File: config.mk
export PLATFORM = sky130hd
export DESIGN_NAME = msx_cart_top
export DESIGN_NICKNAME = d
export VERILOG_FILES = /design/src/rtl/msx_mapper_pkg.sv /design/src/rtl/cpu_bus_if.sv /design/src/rtl/mapper_ascii16.sv /design/src/rtl/mapper_ascii8.sv /design/src/rtl/mapper_cfg_regs.sv /design/src/rtl/mapper_konami.sv /design/src/rtl/mapper_plain.sv /design/src/rtl/mappers.sv /design/src/rtl/msx_cart_top.sv
export VERILOG_INCLUDE_DIRS = /design/src /design/src/rtl
export SDC_FILE = /design/constraint.sdc
export NUM_CORES = 1
export LEC_CHECK = 0
export ABC_AREA = 1
export BUFFER_PORTS_ARGS = -buffer_cell sky130_fd_sc_hd__buf_2
export CORE_UTILIZATION = 60
export DETAILED_ROUTE_END_ITERATION = 8
export PLACE_DENSITY = 0.84
export SLEW_MARGIN = 30
export SYNTH_ARGS = -nofsm -noshare
export SYNTH_HDL_FRONTEND = slang
export SYNTH_HIERARCHICAL = 1
export SYNTH_SLANG_ARGS = --single-unit
File: constraint.sdc
create_clock -name clk -period 2.85 [get_ports clk]
set_input_delay 0.1425 -clock clk [delete_from_list [all_inputs] [get_ports clk]]
set_output_delay 0.1425 -clock clk [all_outputs]
set_load 0.01 [all_outputs]
File: src/rtl/msx_mapper_defines.svh
`ifndef MSX_MAPPER_DEFINES_SVH
`define MSX_MAPPER_DEFINES_SVH

// ROM side address width, 1 MB image
`define MSX_ROM_AW 20

// 8 KB page number width, 128 pages of 8 KB fill the ROM space
`define MSX_PAGE_W 7

// CPU window served by the cartridge ROM
`define MSX_WIN_LO 16'h4000  // First mapped CPU address
`define MSX_WIN_HI 16'hBFFF  // Last mapped CPU address

`endif

File: src/rtl/msx_mapper_pkg.sv
`include "msx_mapper_defines.svh"

package msx_mapper_pkg;

    // Mapper emulation selected by the configuration block
    typedef enum logic [1:0] {
        MAP_PLAIN   = 2'd0,  // Linear ROM, no banking
        MAP_ASCII8  = 2'd1,  // Four 8 KB banks
        MAP_ASCII16 = 2'd2,  // Two 16 KB banks
        MAP_KONAMI  = 2'd3   // Page 0 fixed, three 8 KB banks
    } mapper_t;

    // Block configuration shared by all mappers
    typedef struct packed {
        mapper_t                typ;        // Active mapper
        logic [`MSX_PAGE_W-1:0] page_mask;  // Wraps page numbers to the ROM size
    } block_info_t;

    // Per-mapper result, merged in mappers
    // Idle mapper drives addr all ones and rom_cs low
    typedef struct packed {
        logic [`MSX_ROM_AW-1:0] addr;    // ROM byte address
        logic                   rom_cs;  // ROM chip select
    } mapper_out_t;

endpackage

File: src/rtl/cpu_bus_if.sv
// Z80 side cartridge bus as seen by the slot
interface cpu_bus_if;

    logic [15:0] addr;   // CPU address
    logic [7:0]  wdata;  // CPU write data
    logic        wr;     // Write strobe, level
    logic        rd;     // Read strobe, level
    logic        sltsl;  // Slot select for this cartridge

    // Mappers only observe the bus
    modport device (
        input addr,
        input wdata,
        input wr,
        input rd,
        input sltsl
    );

endinterface

File: src/rtl/mapper_ascii16.sv
`include "msx_mapper_defines.svh"

module mapper_ascii16
    import msx_mapper_pkg::*;
(
    input  logic        clk,
    input  logic        rst_n,
    cpu_bus_if.device   cpu_bus,
    input  block_info_t block_info,
    output mapper_out_t out
);

    logic [`MSX_PAGE_W-2:0] bank0;   // 16 KB bank for 4000h..7FFFh
    logic [`MSX_PAGE_W-2:0] bank1;   // 16 KB bank for 8000h..BFFFh
    logic                   sel;
    logic                   wr_hit;  // Slot write while selected
    logic                   active;
    logic [`MSX_PAGE_W-2:0] bank;    // Bank for the current read
    logic [`MSX_PAGE_W-1:0] page;    // 8 KB page, masked

    assign sel    = (block_info.typ == MAP_ASCII16);
    assign wr_hit = sel && cpu_bus.wr && cpu_bus.sltsl;

    // 6800h and 7800h ranges are not decoded
    always_ff @(posedge clk or negedge rst_n) begin
        if (!rst_n) begin
            bank0 <= '0;
            bank1 <= '0;
        end else if (wr_hit) begin
            if (cpu_bus.addr[15:11] == 5'b01100) bank0 <= cpu_bus.wdata[`MSX_PAGE_W-2:0];
            if (cpu_bus.addr[15:11] == 5'b01110) bank1 <= cpu_bus.wdata[`MSX_PAGE_W-2:0];
        end
    end

    assign active = sel && cpu_bus.rd && cpu_bus.sltsl &&
                    (cpu_bus.addr >= `MSX_WIN_LO) && (cpu_bus.addr <= `MSX_WIN_HI);

    assign bank = cpu_bus.addr[15] ? bank1 : bank0;  // Upper half of window uses bank 1

    // Twice the bank, plus one for the upper 8 KB of the 16 KB page
    assign page = {bank, cpu_bus.addr[13]} & block_info.page_mask;

    always_comb begin
        out.addr   = '1;
        out.rom_cs = 1'b0;
        if (active) begin
            out.addr   = {page, cpu_bus.addr[12:0]};
            out.rom_cs = 1'b1;
        end
    end

endmodule

File: src/rtl/mapper_ascii8.sv
`include "msx_mapper_defines.svh"

module mapper_ascii8
    import msx_mapper_pkg::*;
(
    input  logic        clk,
    input  logic        rst_n,
    cpu_bus_if.device   cpu_bus,
    input  block_info_t block_info,
    output mapper_out_t out
);

    logic [`MSX_PAGE_W-1:0] bank [4];  // One register per 8 KB CPU page
    logic                   sel;       // This mapper is the configured one
    logic                   bank_we;   // Write into 6000h..7FFFh
    logic [1:0]             wr_idx;    // Register addressed by the write
    logic [1:0]             rd_idx;    // CPU page being read
    logic                   active;    // Read hits this mapper
    logic [`MSX_PAGE_W-1:0] page;      // Masked ROM page

    assign sel = (block_info.typ == MAP_ASCII8);

    // 800h wide register ranges starting at 6000h
    assign bank_we = sel && cpu_bus.wr && cpu_bus.sltsl && (cpu_bus.addr[15:13] == 3'b011);
    assign wr_idx  = cpu_bus.addr[12:11];

    always_ff @(posedge clk or negedge rst_n) begin
        if (!rst_n) begin
            for (int i = 0; i < 4; i++) begin
                bank[i] <= '0;
            end
        end else if (bank_we) begin
            bank[wr_idx] <= cpu_bus.wdata[`MSX_PAGE_W-1:0];  // Low 7 bits kept
        end
    end

    // 4000h->0, 6000h->1, 8000h->2, A000h->3 inside the window
    assign rd_idx = {cpu_bus.addr[15], cpu_bus.addr[13]};

    assign active = sel && cpu_bus.rd && cpu_bus.sltsl &&
                    (cpu_bus.addr >= `MSX_WIN_LO) && (cpu_bus.addr <= `MSX_WIN_HI);

    assign page = bank[rd_idx] & block_info.page_mask;  // Wrap to ROM size

    always_comb begin
        out.addr   = '1;
        out.rom_cs = 1'b0;
        if (active) begin
            out.addr   = {page, cpu_bus.addr[12:0]};  // Page plus 8 KB offset
            out.rom_cs = 1'b1;
        end
    end

endmodule

File: src/rtl/mapper_cfg_regs.sv
`include "msx_mapper_defines.svh"

module mapper_cfg_regs
    import msx_mapper_pkg::*;
(
    input  logic        clk,
    input  logic        rst_n,
    input  logic        cfg_wr,      // Register write strobe
    input  logic        cfg_sel,     // 0 selects type, 1 selects page mask
    input  logic [7:0]  cfg_wdata,
    output block_info_t block_info
);

    mapper_t                typ_q;   // Active mapper type
    logic [`MSX_PAGE_W-1:0] mask_q;  // ROM page mask

    // Type and mask registers
    // Bank registers in the mappers are left alone on a type change
    always_ff @(posedge clk or negedge rst_n) begin
        if (!rst_n) begin
            typ_q  <= MAP_PLAIN;  // Plain mapper out of reset
            mask_q <= '1;         // Full 1 MB, no wrap
        end else if (cfg_wr) begin
            if (cfg_sel) begin
                mask_q <= cfg_wdata[`MSX_PAGE_W-1:0];  // Low 7 bits
            end else begin
                typ_q  <= mapper_t'(cfg_wdata[1:0]);   // Low 2 bits
            end
        end
    end

    // Drive both fields as one struct
    always_comb begin
        block_info.typ       = typ_q;
        block_info.page_mask = mask_q;
    end

endmodule

File: src/rtl/mapper_konami.sv
`include "msx_mapper_defines.svh"

module mapper_konami
    import msx_mapper_pkg::*;
(
    input  logic        clk,
    input  logic        rst_n,
    cpu_bus_if.device   cpu_bus,
    input  block_info_t block_info,
    output mapper_out_t out
);

    logic [`MSX_PAGE_W-1:0] bank1;   // Page at 6000h
    logic [`MSX_PAGE_W-1:0] bank2;   // Page at 8000h
    logic [`MSX_PAGE_W-1:0] bank3;   // Page at A000h
    logic                   sel;
    logic                   wr_hit;
    logic                   active;
    logic [`MSX_PAGE_W-1:0] bank;    // Unmasked page for the read
    logic [`MSX_PAGE_W-1:0] page;

    assign sel    = (block_info.typ == MAP_KONAMI);
    assign wr_hit = sel && cpu_bus.wr && cpu_bus.sltsl;

    // Each switchable page is written anywhere inside its own 8 KB range
    always_ff @(posedge clk or negedge rst_n) begin
        if (!rst_n) begin
            bank1 <= 7'd1;  // Power-on layout is linear
            bank2 <= 7'd2;
            bank3 <= 7'd3;
        end else if (wr_hit) begin
            case (cpu_bus.addr[15:13])
                3'b011:  bank1 <= cpu_bus.wdata[`MSX_PAGE_W-1:0];
                3'b100:  bank2 <= cpu_bus.wdata[`MSX_PAGE_W-1:0];
                3'b101:  bank3 <= cpu_bus.wdata[`MSX_PAGE_W-1:0];
                default: ;  // Writes to 4000h page ignored
            endcase
        end
    end

    assign active = sel && cpu_bus.rd && cpu_bus.sltsl &&
                    (cpu_bus.addr >= `MSX_WIN_LO) && (cpu_bus.addr <= `MSX_WIN_HI);

    always_comb begin
        case (cpu_bus.addr[15:13])
            3'b010:  bank = '0;     // Fixed first page
            3'b011:  bank = bank1;
            3'b100:  bank = bank2;
            default: bank = bank3;  // A000h, window already checked
        endcase
    end

    assign page = bank & block_info.page_mask;

    always_comb begin
        out.addr   = '1;
        out.rom_cs = 1'b0;
        if (active) begin
            out.addr   = {page, cpu_bus.addr[12:0]};
            out.rom_cs = 1'b1;
        end
    end

endmodule

File: src/rtl/mapper_plain.sv
`include "msx_mapper_defines.svh"

module mapper_plain
    import msx_mapper_pkg::*;
(
    cpu_bus_if.device   cpu_bus,
    input  block_info_t block_info,
    output mapper_out_t out
);

    logic                   active;    // Read hits this mapper
    logic [15:0]            rel_addr;  // Offset inside the window
    logic [`MSX_PAGE_W-1:0] page;      // Masked 8 KB page number

    assign active = (block_info.typ == MAP_PLAIN) && cpu_bus.rd && cpu_bus.sltsl &&
                    (cpu_bus.addr >= `MSX_WIN_LO) && (cpu_bus.addr <= `MSX_WIN_HI);

    // ROM address is the CPU address minus 4000h
    assign rel_addr = cpu_bus.addr - `MSX_WIN_LO;

    // Only pages 0..3 reachable, still wrapped by the mask
    assign page = {4'b0000, rel_addr[15:13]} & block_info.page_mask;

    always_comb begin
        out.addr   = '1;    // Idle, neutral for the AND merge
        out.rom_cs = 1'b0;
        if (active) begin
            out.addr   = {page, rel_addr[12:0]};
            out.rom_cs = 1'b1;
        end
    end

endmodule

File: src/rtl/mappers.sv
`include "msx_mapper_defines.svh"

module mappers
    import msx_mapper_pkg::*;
(
    input  logic                   clk,
    input  logic                   rst_n,
    cpu_bus_if.device              cpu_bus,
    input  block_info_t            block_info,
    input  logic [7:0]             rom_rdata,  // Byte from ROM at rom_addr
    output logic [`MSX_ROM_AW-1:0] rom_addr,
    output logic                   rom_cs,
    output logic [7:0]             cpu_rdata   // FFh when no mapper answers
);

    mapper_out_t plain_out;    // Linear mapper result
    mapper_out_t ascii8_out;   // ASCII8 result
    mapper_out_t ascii16_out;  // ASCII16 result
    mapper_out_t konami_out;   // Konami result

    // No banking, no registers
    mapper_plain plain (
        .cpu_bus    (cpu_bus),
        .block_info (block_info),
        .out        (plain_out)
    );

    mapper_ascii8 ascii8 (
        .clk        (clk),
        .rst_n      (rst_n),
        .cpu_bus    (cpu_bus),
        .block_info (block_info),
        .out        (ascii8_out)
    );

    mapper_ascii16 ascii16 (
        .clk        (clk),
        .rst_n      (rst_n),
        .cpu_bus    (cpu_bus),
        .block_info (block_info),
        .out        (ascii16_out)
    );

    mapper_konami konami (
        .clk        (clk),
        .rst_n      (rst_n),
        .cpu_bus    (cpu_bus),
        .block_info (block_info),
        .out        (konami_out)
    );

    // Idle mappers drive all ones, so AND leaves the active address
    assign rom_addr = plain_out.addr & ascii8_out.addr & ascii16_out.addr & konami_out.addr;

    // At most one chip select is high
    assign rom_cs = plain_out.rom_cs | ascii8_out.rom_cs | ascii16_out.rom_cs | konami_out.rom_cs;

    // Open bus reads back as FFh
    assign cpu_rdata = rom_cs ? rom_rdata : 8'hFF;

endmodule

File: src/rtl/msx_cart_top.sv
`include "msx_mapper_defines.svh"

module msx_cart_top
    import msx_mapper_pkg::*;
(
    input  logic                   clk,
    input  logic                   rst_n,
    input  logic [15:0]            cpu_addr,
    input  logic [7:0]             cpu_wdata,
    input  logic                   cpu_wr,
    input  logic                   cpu_rd,
    input  logic                   cpu_sltsl,
    input  logic                   cfg_wr,
    input  logic                   cfg_sel,
    input  logic [7:0]             cfg_wdata,
    input  logic [7:0]             rom_rdata,
    output logic [`MSX_ROM_AW-1:0] rom_addr,
    output logic                   rom_cs,
    output logic [7:0]             cpu_rdata
);

    cpu_bus_if   cpu_bus ();  // Bundled CPU side signals
    block_info_t block_info;  // Active type and page mask

    assign cpu_bus.addr  = cpu_addr;
    assign cpu_bus.wdata = cpu_wdata;
    assign cpu_bus.wr    = cpu_wr;
    assign cpu_bus.rd    = cpu_rd;
    assign cpu_bus.sltsl = cpu_sltsl;

    mapper_cfg_regs cfg_regs (
        .clk        (clk),
        .rst_n      (rst_n),
        .cfg_wr     (cfg_wr),
        .cfg_sel    (cfg_sel),
        .cfg_wdata  (cfg_wdata),
        .block_info (block_info)
    );

    mappers mappers (
        .clk        (clk),
        .rst_n      (rst_n),
        .cpu_bus    (cpu_bus.device),
        .block_info (block_info),
        .rom_rdata  (rom_rdata),
        .rom_addr   (rom_addr),
        .rom_cs     (rom_cs),
        .cpu_rdata  (cpu_rdata)
    );

endmodule

# ---- Yosys cells after proc, flatten, opt, wreduce, memory -nomap -nowiden
# Cells that the tools add are included.
dict set report totals {
  reg_bits 70
  out_inout_bits 29
  wordCells 84
}
dict set report classes {
  n_addsub 1
  n_eq_ne 9
  order_cmp 5
  n_reduce_logical 32
  muxes 13
  bitwise_logic 13
}
# cell n
set ops {}
lappend ops {{21-bit 2-to-1 mux} 4}
lappend ops {{20-bit AND} 3}
lappend ops {{28-bit bitwise mux} 1}
lappend ops {{1-bit logical AND} 24}
lappend ops {{7-bit AND} 3}
lappend ops {{7-bit 2-to-1 mux} 3}
lappend ops {{7-bit one-hot mux with 3 select lines} 1}
lappend ops {{16-bit by 15-bit greater-or-equal comparator with 1-bit output (second input constant)} 1}
lappend ops {{16-bit less-or-equal comparator (second input constant)} 1}
lappend ops {{16-bit by 15-bit subtractor with 16-bit output (second input constant)} 1}
lappend ops {{7-bit binary-select mux with 2-bit select} 1}
lappend ops {{7-bit demux with 2-bit select} 1}
lappend ops {{2-bit AND reduction} 7}
lappend ops {{5-bit by 4-bit == test with 1-bit output (second input constant)} 2}
lappend ops {{8-bit 2-to-1 mux} 1}
lappend ops {{3-bit by 7-bit AND with 7-bit output} 1}
lappend ops {{3-bit by 2-bit == test with 1-bit output (second input constant)} 2}
lappend ops {{3-bit == test (second input constant)} 2}
lappend ops {{3-bit greater-or-equal comparator (second input constant)} 2}
lappend ops {{6-bit 2-to-1 mux} 1}
lappend ops {{2-bit NOT with 3-bit output} 2}
lappend ops {{2-bit == test (second input constant)} 2}
lappend ops {{3-bit by 1-bit less-than comparator with 1-bit output (second input constant)} 1}
lappend ops {{1-bit OR} 3}
lappend ops {{3 further kinds} 3}

# ---- Logic depth before layout (Yosys ltp)
# Gate-level depths: netlist (run 1).
dict set report logic_depth {
  word_depth 10
  depth_mapped 10
}

# ---- By module
# Netlist (run 1), hierarchy kept.
# module n_inst area_each_um2 cells_each
set by_module_without_submodules {}
lappend by_module_without_submodules {mapper_ascii8 1 1677.9 228}
lappend by_module_without_submodules {mapper_konami 1 1411.4 182}
lappend by_module_without_submodules {mapper_ascii16 1 855.8 115}
lappend by_module_without_submodules {mapper_cfg_regs 1 375.4 41}
lappend by_module_without_submodules {mappers 1 299.0 79}
lappend by_module_without_submodules {mapper_plain 1 292.8 50}

# ---- Worst setup path after synthesis (run 1)
# Ideal clock, no wire load.
dict set report synth_path {
  path_kind {register -> output}
  startpoint {reg cfg_regs.typ_q[1]}
  endpoint {out cpu_rdata[0]}
  stages_incl_launch_ff 11
  path_slack_ns 1.201
  arrival_ns 1.507
  path_cell_list {dfrtp_1 inv_2 nand2_1 nor2_4 nand2_1 nor2_1 buf_2 buf_4 nor2_1 nand2_2 nand2_1}
}
# item line
set synth_lines {}
lappend synth_lines {{from (decl)} mapper_cfg_regs.sv:14} ;# mapper_t typ_q;
lappend synth_lines {{from (signal assigned)} mapper_cfg_regs.sv:27} ;# typ_q <= mapper_t'(cfg_wdata[1:0]);
lappend synth_lines {{to (decl)} msx_cart_top.sv:19} ;# output logic [7:0] cpu_rdata

==> results of run 1 <==
## cell usage after synthesis
master / instances
nand2_2: 22
dfstp_2: 11
clkbuf_1: 2
xnor2_1: 1
ha_1: 2
nor2_4: 10
nand3_2: 5
nor3_2: 1
inv_2: 10
o21ai_0: 7
nand3_4: 3
o21ai_2: 19
o21ai_1: 7
inv_1: 88
nor2_1: 32
buf_2: 6
buf_6: 14
nor2_8: 1
nand2_1: 257
a21oi_1: 7
dfrtp_1: 59
nor2_2: 1
buf_4: 14
nand3_1: 57
inv_4: 1
xnor2_2: 1
nand2_4: 2
inv_6: 1
nand4_1: 52
nor3b_4: 1
nor3_4: 1
## worst max-delay path by stage
stage	depth (start not counted)	slack, ps	endpoint
floorplan	10	1200	cpu_rdata[0]
global placement	10	680	cpu_rdata[0]
detailed placement	10	660	cpu_rdata[7]
CTS	10	260	cpu_rdata[7]
global route	10	80	cpu_rdata[7]
finish	10	280	cpu_rdata[7]
## cells in the final DEF (no fill, tap or decap), drive strengths merged, types with 3 or more instances in the layout
cell / instances
nand2: 281
inv: 101
buf: 81
nand3: 65
dfrtp: 59
nand4: 52
nor2: 44
o21ai: 33
dfstp: 11
clkbuf: 11
a21oi: 7
bufinv: 3
dlygate4sd3: 3
## state kept, by name, summed over array words and instances (netlist names)
register               count
cfg_regs/mask_q            7
cfg_regs/typ_q             2
mappers/ascii16/bank0      6
mappers/ascii16/bank1      6
mappers/ascii8/bank       28
mappers/konami/bank1       7
mappers/konami/bank2       7
mappers/konami/bank3       7
## worst max-delay path, cell delays in order (launching register included)
cell and delay (ps):
dfrtp_1 480, inv_2 70, nand2_1 70, nor2_4 100
nand2_1 60, nor2_1 560, buf_4 310, nor2_1 70
nand2_2 130, nand2_1 70, buf_2 140
## logic make-up (layout without fill, tap and decap cells)
group | Yosys count | after routing | share of synthesized area [%]
AOI/OAI and AO/OA | 40 | 40 | 5.53
DFF | 70 | 70 | 35.9
and+or+nand+nor | 445 | 445 | 43.6
buffers and inverters | 136 | 200 | 13.9
xor gates and xnor gates | 2 | 2 | 0.510
adders and majority gates | 2 | 2 | 0.509
## cell type report
class,count,area [sq um]
multi-input cells,489,2460
fillers,632,2320
flip-flops and latches,70,1770
repair buffers,84,488
inverters,100,383
clock buffers,11,151
well taps,102,128
clock inverters,5,104
## repair_timing
action                                 4_1_cts  5_1_grt
hold buffers                                 2        1
endpoints found under the hold margin        2       11
gates resized for setup                      0        0
## metrics by stage
stage               power [mW]  cell area [sq um]  hold slack (ps)
finish                    2.71               5480             4.31
global route              2.81               5480             8.63
CTS                       2.70               5450             2.04
detailed placement        1.67               5170              371
global placement          1.65               5170              370
floorplan                 1.50               4910             -153
## layer usage
| layer | wire (microns) | GRT usage [%] | vias to the layer above |
|---|---|---|---|
| met5 | 0 | 0 | - |
| met4 | 478 | 16.1 | 0 |
| met3 | 1200 | 4.60 | 54 |
| met2 | 6270 | 53.0 | 294 |
| met1 | 5260 | 41.4 | 2194 |
| li1 | - | - | 2302 |
## power groups by stage
| stage | Combinational [mW] | Clock [mW] | Sequential, mW |
|---|---|---|---|
| 3_3_place_gp | 0.477 | 0 | 1.17 |
| 4_1_cts | 0.501 | 1.04 | 1.16 |
| 2_1_floorplan | 0.344 | 0 | 1.15 |
| 3_5_place_dp | 0.494 | 0 | 1.18 |
| 6_report | 0.512 | 1.03 | 1.16 |
| 5_1_grt | 0.565 | 1.08 | 1.17 |
==> flow_metrics.tcl, run 1 <==
set metrics [dict create \
    status "finished, final reports clean" \
    antenna_found_initial 0 \
    syn_inst 695 \
    cts_sinks 70 \
    die_w_microns 92.5 \
    layout-drive-gt1-share_pct 24.6 \
    yosysTopAreaCell "dfrtp_1" \
    gp_congestion 0.921 \
    swShare_pct 30.0 \
    crit_required_ps 2710 \
    n_antenna_cell 0 \
    ios 76 \
    yosys_warnings 6 \
    design.core.area_sq_um 7810 \
    grt_setup_unrepaired "no" \
    finalCritPeriodShare_pct 90.3 \
    cp-startpoint "cfg_regs/typ_q[1]$_DFFE_PN0P_" \
    ff2ff_setup_slack_ps 1190 \
    wl_microns 13200 \
    first_global_vias 4517 \
    p_int_mw 1.89 \
    cts_max_level 3 \
    setup_ws_ps 276 \
    holdPathEnd "cfg_regs/mask_q[3]$_DFFE_PN1P_" \
    post-route-drc-count 0 \
    r2r_cells 5 \
    synth_top_cell_area_share_pct 30.1 \
    instances_no_fill 861 \
    dp_hpwl_microns 8870 \
    dr.first_iter.drc_count 540 \
    first_pass_iters 5 \
    crit_arrival_ps 2430 \
    holdPathStages 3 \
    die-height_microns 92.5 \
    avgViaCountPerCell 5.63 \
    syn_nets 744 \
    clkTransAtPathRegs_ps 80 \
    vias 4844 \
    power_density_nw_per_um2 494 \
    r2r-end "mappers/konami/bank1[2]$_DFFE_PN0P_" \
    root_buffer "clkbuf_8" \
    setup.worst_path.start_class "flop" \
    cts-buffers-inserted 9 \
    seqPwrFrac_pct 43.0 \
    drv_slew 0 \
    pwr-share-clk_pct 38.1 \
    syn_area_sq_um 4910 \
    peakVddDrop_mv 0.318 \
    ys_seq_area_share_pct 35.9 \
    antenna_left 0 \
    portBuffers 73 \
    grt_use_total_pct 32.2 \
    setup_violations 0 \
    period_needed_ps 2570 \
    tns_ps 0 \
    p_sw_uw 812 \
    comb_power_share_pct 18.9 \
    timing.rr.start "cfg_regs/typ_q[1]$_DFFE_PN0P_" \
    post-place-ws_ps 665 \
    die-area_sq_um 8550 \
    fmax_mhz 389 \
    fin_skew_ps 7.02 \
    synth_cell_types 31 \
    path_class "reg -> out" \
    fin_nets 803 \
    drv_cap 0 \
    synth_area_leaders "dfrtp_1 30%, nand2_1 20%, inv_1 6.7%" \
    worstMarginPinSlew_ps 738 \
    cts_setup_buffers 0 \
    hp-start "cfg_wdata[3]" \
    grt-ovfl-total 0 \
    final_hold_viol_count 0 \
    ys_ff_latch 70 \
    cts_max_path_buffers 2 \
    num_rows 32 \
    fin_util_pct 70.2 \
    clock_latency_ps 360 \
    grt_pass1_wl_microns 21400 \
    wl_per_cell_microns 15.3 \
    slew_headroom_pct 50.6 \
    syn_area_per_cell_sq_um 7.07 \
    p_leak_nw 3.00 \
    cts_tree "yes" \
    grt_max_degree 71 \
    start_util_pct 62.9 \
    dp_cells 841 \
    syn_to_final_growth_pct 11.6 \
    cp_max_fo 12 \
    end_kind "primary output" \
    hold_class "in -> reg" \
]
Power figures use the tool's default switching activity.
==> run 2: changes to the inputs <==
Settings changed: ABC_CLOCK_PERIOD_IN_PS set to 2850, CORE_UTILIZATION 60 to 35, PLACE_DENSITY 0.84 to unset, SLEW_MARGIN 30 to 25.
==> flow_metrics.tcl, run 2 (synthesized netlist as in run 1, its figures left out) <==
set metrics [dict create \
    root_buffer "clkbuf_16" \
    wl_microns 13600 \
    portBuffers 73 \
    cp_num_cells 7 \
    cts_sinks 70 \
    slew_headroom_pct 57.9 \
    grt_pass1_wl_microns 22700 \
    r2r-end "mappers/ascii8/bank[26]$_DFFE_PN0P_" \
    clock_latency_ps 330 \
    pwr-share-clk_pct 38.6 \
    endpoint "cpu_rdata[1]" \
    cp_max_fo 17 \
    layout-drive-gt1-share_pct 24.4 \
    timing.rr.start "cfg_regs/typ_q[1]$_DFFE_PN0P_" \
    grt_setup_unrepaired "no" \
    fill_cells 1478 \
    grt_use_total_pct 20.1 \
    grt_max_degree 71 \
    dp_cells 917 \
    path_class "reg -> out" \
    dr.first_iter.drc_count 372 \
    crit_arrival_ps 2110 \
    seqPwrFrac_pct 42.9 \
    p_sw_uw 810 \
    fin_skew_ps 7.58 \
    p_int_mw 1.92 \
    die-height_microns 120 \
    final_cell_mix "257 x nand2_1, 88 x inv_1, 73 x buf_2" \
    post-route-drc-count 0 \
    drv_slew 0 \
    hold_class "in -> reg" \
    gp_congestion 0.820 \
    crit_slowest_cell "dfrtp_1" \
    cts-buffers-inserted 9 \
    finalCritPeriodShare_pct 79.2 \
    p_leak_nw 3.00 \
    vias 4506 \
    first_global_vias 4327 \
    comb_power_share_pct 18.5 \
    design.core.area_sq_um 13500 \
    worstMarginPinSlew_ps 631 \
    crit_family "simple AND/OR/NAND/NOR gates" \
    cts_max_level 3 \
    tns_ps 0 \
    n_antenna_cell 0 \
    swShare_pct 29.7 \
    fin_nets 802 \
    r2r_cells 7 \
    avgViaCountPerCell 4.83 \
    power_density_nw_per_um2 490 \
    num_rows 42 \
    ff2ff_setup_slack_ps 1190 \
    cts_max_path_buffers 2 \
    die_w_microns 120 \
    grt-ovfl-total 0 \
    antenna_found_initial 0 \
    peakVddDrop_mv 0.321 \
    setup.worst_path.start_class "flop" \
    status "finished, final reports clean" \
    final_common_cell "nand2_1" \
    drv_cap 0 \
    worstPathCellList "nor2_4 > nand3_1 > inv_1 > nor2_1 > nand2_2 > nand2_1 > buf_2" \
    largest_register "mappers/ascii8/bank" \
    first_pass_iters 4 \
    final_hold_viol_count 0 \
    wl_per_cell_microns 14.5 \
    cpPeakStageDelay_ps 510 \
    start_util_pct 36.5 \
    cts_tree "yes" \
    clkTransAtPathRegs_ps 50 \
    fmax_mhz 443 \
    cp-startpoint "cfg_regs/typ_q[1]$_DFFE_PN0P_" \
    antenna_left 0 \
    end_kind "primary output" \
    holdPathStages 3 \
    setup_violations 0 \
    largest_reg_flops 28 \
    ios 76 \
    instances_no_fill 933 \
    period_needed_ps 2260 \
    timing.critical_path.buf_inv 2 \
    die-area_sq_um 14500 \
    crit_required_ps 2710 \
    syn_to_final_growth_pct 13.3 \
    dp_hpwl_microns 9300 \
]
-- run 2: cell count changes in the layout (fill, tap and decap cells not counted) --
cell,previous run,this run
clkbuf_16,0,9
clkbuf_1,0,2
buf_16,1,0
inv_6,2,1
clkbuf_8,11,3
buf_4,6,8
bufinv_16,3,0
dlygate4sd3_1,3,1
-- run 2: stage by stage --
stage / hold slack, ps / setup WS (ps) / total power, mW / utilization [%] / area (sq um)
after floorplan: -153 / 1200 / 1.50 / - / 4910
after global placement: 207 / 841 / 1.68 / 39.2 / 5280
after detailed placement: 209 / 821 / 1.69 / 39.2 / 5280
after CTS: 17.8 / 563 / 2.75 / 41.4 / 5570
after global routing: 40.3 / 414 / 2.86 / 41.4 / 5570
final: 27.0 / 594 / 2.73 / 41.4 / 5570
-- run 2: layout make-up --
cell class                 instances  area [sq um]  area share [%]
multi-input combinational        489          2460            44.3
sequential                        70          1770            31.7
timing repair buffer              83           455            8.18
inverter                         100           383            6.88
clock buffer                      14           274            4.92
tap                              176           220            3.96
clock inverter                     1          5.00          0.0899
-- run 2: what timing repair did --
| action | CTS | global route |
|---|---|---|
| endpoints found under the hold margin | 59 | 0 |
| hold buffers | 1 | 0 |
| resized for setup | 0 | 0 |
| buffers inserted | 0 | 0 |
-- run 2: worst min-delay path by stage --
stage,from,endpoint,slack (ps)
floorplan,rst_n,cfg_regs/typ_q[0]$_DFFE_PN0P_,-150
finish,cfg_wdata[6],cfg_regs/mask_q[6]$_DFFE_PN1P_,30
detailed placement,rst_n,cfg_regs/typ_q[1]$_DFFE_PN0P_,210
CTS,cfg_wdata[6],cfg_regs/mask_q[6]$_DFFE_PN1P_,20
global route,cfg_wdata[2],cfg_regs/mask_q[2]$_DFFE_PN1P_,40
global placement,rst_n,cfg_regs/typ_q[1]$_DFFE_PN0P_,210
-- run 2: tightest hold or removal path: cells and delay by family --
kind	cells	cell delay [ps]
buf+inv	1	90
simple gates	2	120
-- run 2: power by group through the flow --
stage / Combinational (mW) / Sequential (mW) / Clock (mW)
after global routing: 0.571 / 1.18 / 1.11
after detailed placement: 0.504 / 1.18 / 0
after CTS: 0.507 / 1.17 / 1.07
final: 0.505 / 1.17 / 1.05
after global placement: 0.500 / 1.18 / 0
after floorplan: 0.344 / 1.15 / 0
-- run 2: per-layer routing --
metal	track usage (%)	share of wire [%]
met4	7.25	1.5
met5	0	0
met1	29.4	49
met2	29.9	43
met3	2.92	6.3
==> run 3: changes to the inputs <==
Settings changed: ABC_CLOCK_PERIOD_IN_PS 2850 to 2300.
Clock period 2.85 ns to 2.3 ns, I/O delays scaled along.
==> flow_metrics.tcl, run 3 (synthesized netlist as in run 1, its figures left out) <==
set metrics [dict create \
    die-height_microns 120 \
    cts-buffers-inserted 9 \
    largest_register "mappers/ascii8/bank" \
    start_util_pct 36.5 \
    cts_tree "yes" \
    die_w_microns 120 \
    cp_common_cell "nand2_1" \
    path_class "reg -> out" \
    num_rows 42 \
    power_density_nw_per_um2 597 \
    end_kind "primary output" \
    fin_nets 811 \
    drv_slew 0 \
    die-area_sq_um 14500 \
    drv_cap 0 \
    cts_max_path_buffers 2 \
    clock_latency_ps 340 \
    final_cell_mix "257 x nand2_1, 88 x inv_1, 73 x buf_2" \
    place_area_sq_um 5300 \
    grt_use_total_pct 20.4 \
    cpPeakStageDelay_ps 510 \
    final_hold_viol_count 0 \
    setup_violations 0 \
    peakVddDrop_mv 0.418 \
    worstPathCellList "nand2_1 > nor2_4 > nand2_1 > nor2_1 > buf_4 > nor2_1 > nand2_2 > nand2_1 > buf_2" \
    antenna_found_initial 0 \
    crit_required_ps 2180 \
    cts_sinks 70 \
    antenna_left 0 \
    grt_max_degree 48 \
    largest_reg_flops 28 \
    crit_arrival_ps 2000 \
    root_buffer "clkbuf_16" \
    clkTransAtPathRegs_ps 50 \
    gp_congestion 0.812 \
    portBuffers 73 \
    fmax_mhz 474 \
    dp_hpwl_microns 9600 \
    hold_class "in -> reg" \
    n_antenna_cell 0 \
    fin_skew_ps 4.83 \
    grt_pass1_wl_microns 22700 \
    grt_setup_unrepaired "no" \
    finalCritPeriodShare_pct 91.8 \
    final_common_cell "nand2_1" \
    cts_max_level 3 \
    slew_headroom_pct 61.4 \
    wl_per_cell_microns 14.6 \
    dr.first_iter.drc_count 256 \
    ff2ff_setup_slack_ps 680 \
    syn_to_final_growth_pct 15.1 \
    layout-drive-gt1-share_pct 24.6 \
    first_pass_iters 4 \
    worstMarginPinSlew_ps 577 \
    vias 4552 \
    crit_slowest_cell "dfrtp_1" \
    grt-ovfl-total 0 \
    cp_max_fo 17 \
    ios 76 \
    post-route-drc-count 0 \
    design.core.area_sq_um 13500 \
    avgViaCountPerCell 4.83 \
    status "finished, final reports clean" \
    period_needed_ps 2110 \
    wl_microns 13800 \
    p_leak_nw 3.03 \
    setup.worst_path.start_class "flop" \
    first_global_vias 4336 \
    fin_area_sq_um 5650 \
    tns_ps 0 \
]
run 3: cell types whose count changed in the layout (fill, tap and decap cells not counted):
cell	change
dfrtp_2	+1
dfrtp_1	-1
clkbuf_8	-1
buf_12	+1
dlygate4sd3_1	+5
buf_4	+3
clkbuf_1	+2
run 3: layer usage:
metal  up-vias  wire (microns)  track usage [%]
met5         -               0                0
met4         0             268             8.33
met3        17             722             2.36
met2       134            6110             31.6
met1      2082            6670             28.6
li1       2319               -                -
run 3: final cells by class:
type                            instances  area [sq um]
Fill cell                            1433          7800
Multi-Input combinational cell        489          2460
Sequential cell                        70          1770
Timing Repair Buffer                   92           548
Inverter                              100           383
Clock buffer                           15           268
Tap cell                              176           220
Clock inverter                          1          5.00
run 3: report_power, final:
group	internal, mW	total, mW	switching [mW]
logic	0.220	0.642	0.422
registers	1.36	1.45	0.0926
clock network	0.788	1.28	0.495
total	2.36	3.37	1.01
run 3: final timing paths:
kind,from,to,cells after the start
setup / recovery,cfg_regs/typ_q[0]$_DFFE_PN0P_,cpu_rdata[0],9
hold / removal,cfg_wdata[1],cfg_regs/mask_q[1]$_DFFE_PN1P_,3
setup reg to reg,cfg_regs/typ_q[0]$_DFFE_PN0P_,mappers/ascii8/bank[1]$_DFFE_PN0P_,6
hold reg to reg,mappers/ascii16/bank1[3]$_DFFE_PN0P_,mappers/ascii16/bank1[3]$_DFFE_PN0P_,2
max in group asynchronous,rst_n,mappers/konami/bank3[1]$_DFFE_PN1P_,3
min in group asynchronous,rst_n,mappers/ascii8/bank[3]$_DFFE_PN0P_,2
run 3: what timing repair did:
item | CTS | global route
gates resized for setup | 0 | 1
buffers inserted | 0 | 1
hold buffers | 6 | 0
endpoints found under the hold margin | 25 | 0
endpoints found under the setup margin | 0 | 19
run 3: critical path, delay by kind of cell (launching register included):
| kind | cells | cell delay, ps |
|---|---|---|
| buffers and inverters | 2 | 390 |
| DFF | 1 | 510 |
| and+or+nand+nor | 7 | 760 |
run 3: through the flow:
stage	hold slack (ps)	std cells	worst slack (ps)	util [%]	power (mW)
2_1_floorplan	-181	695	678	-	1.86
3_3_place_gp	144	920	417	39.4	2.09
3_5_place_dp	144	920	412	39.4	2.10
4_1_cts	0.494	942	91.2	41.9	3.40
5_1_grt	28.7	943	18.8	42.0	3.54
6_report	7.27	943	188	42.0	3.37
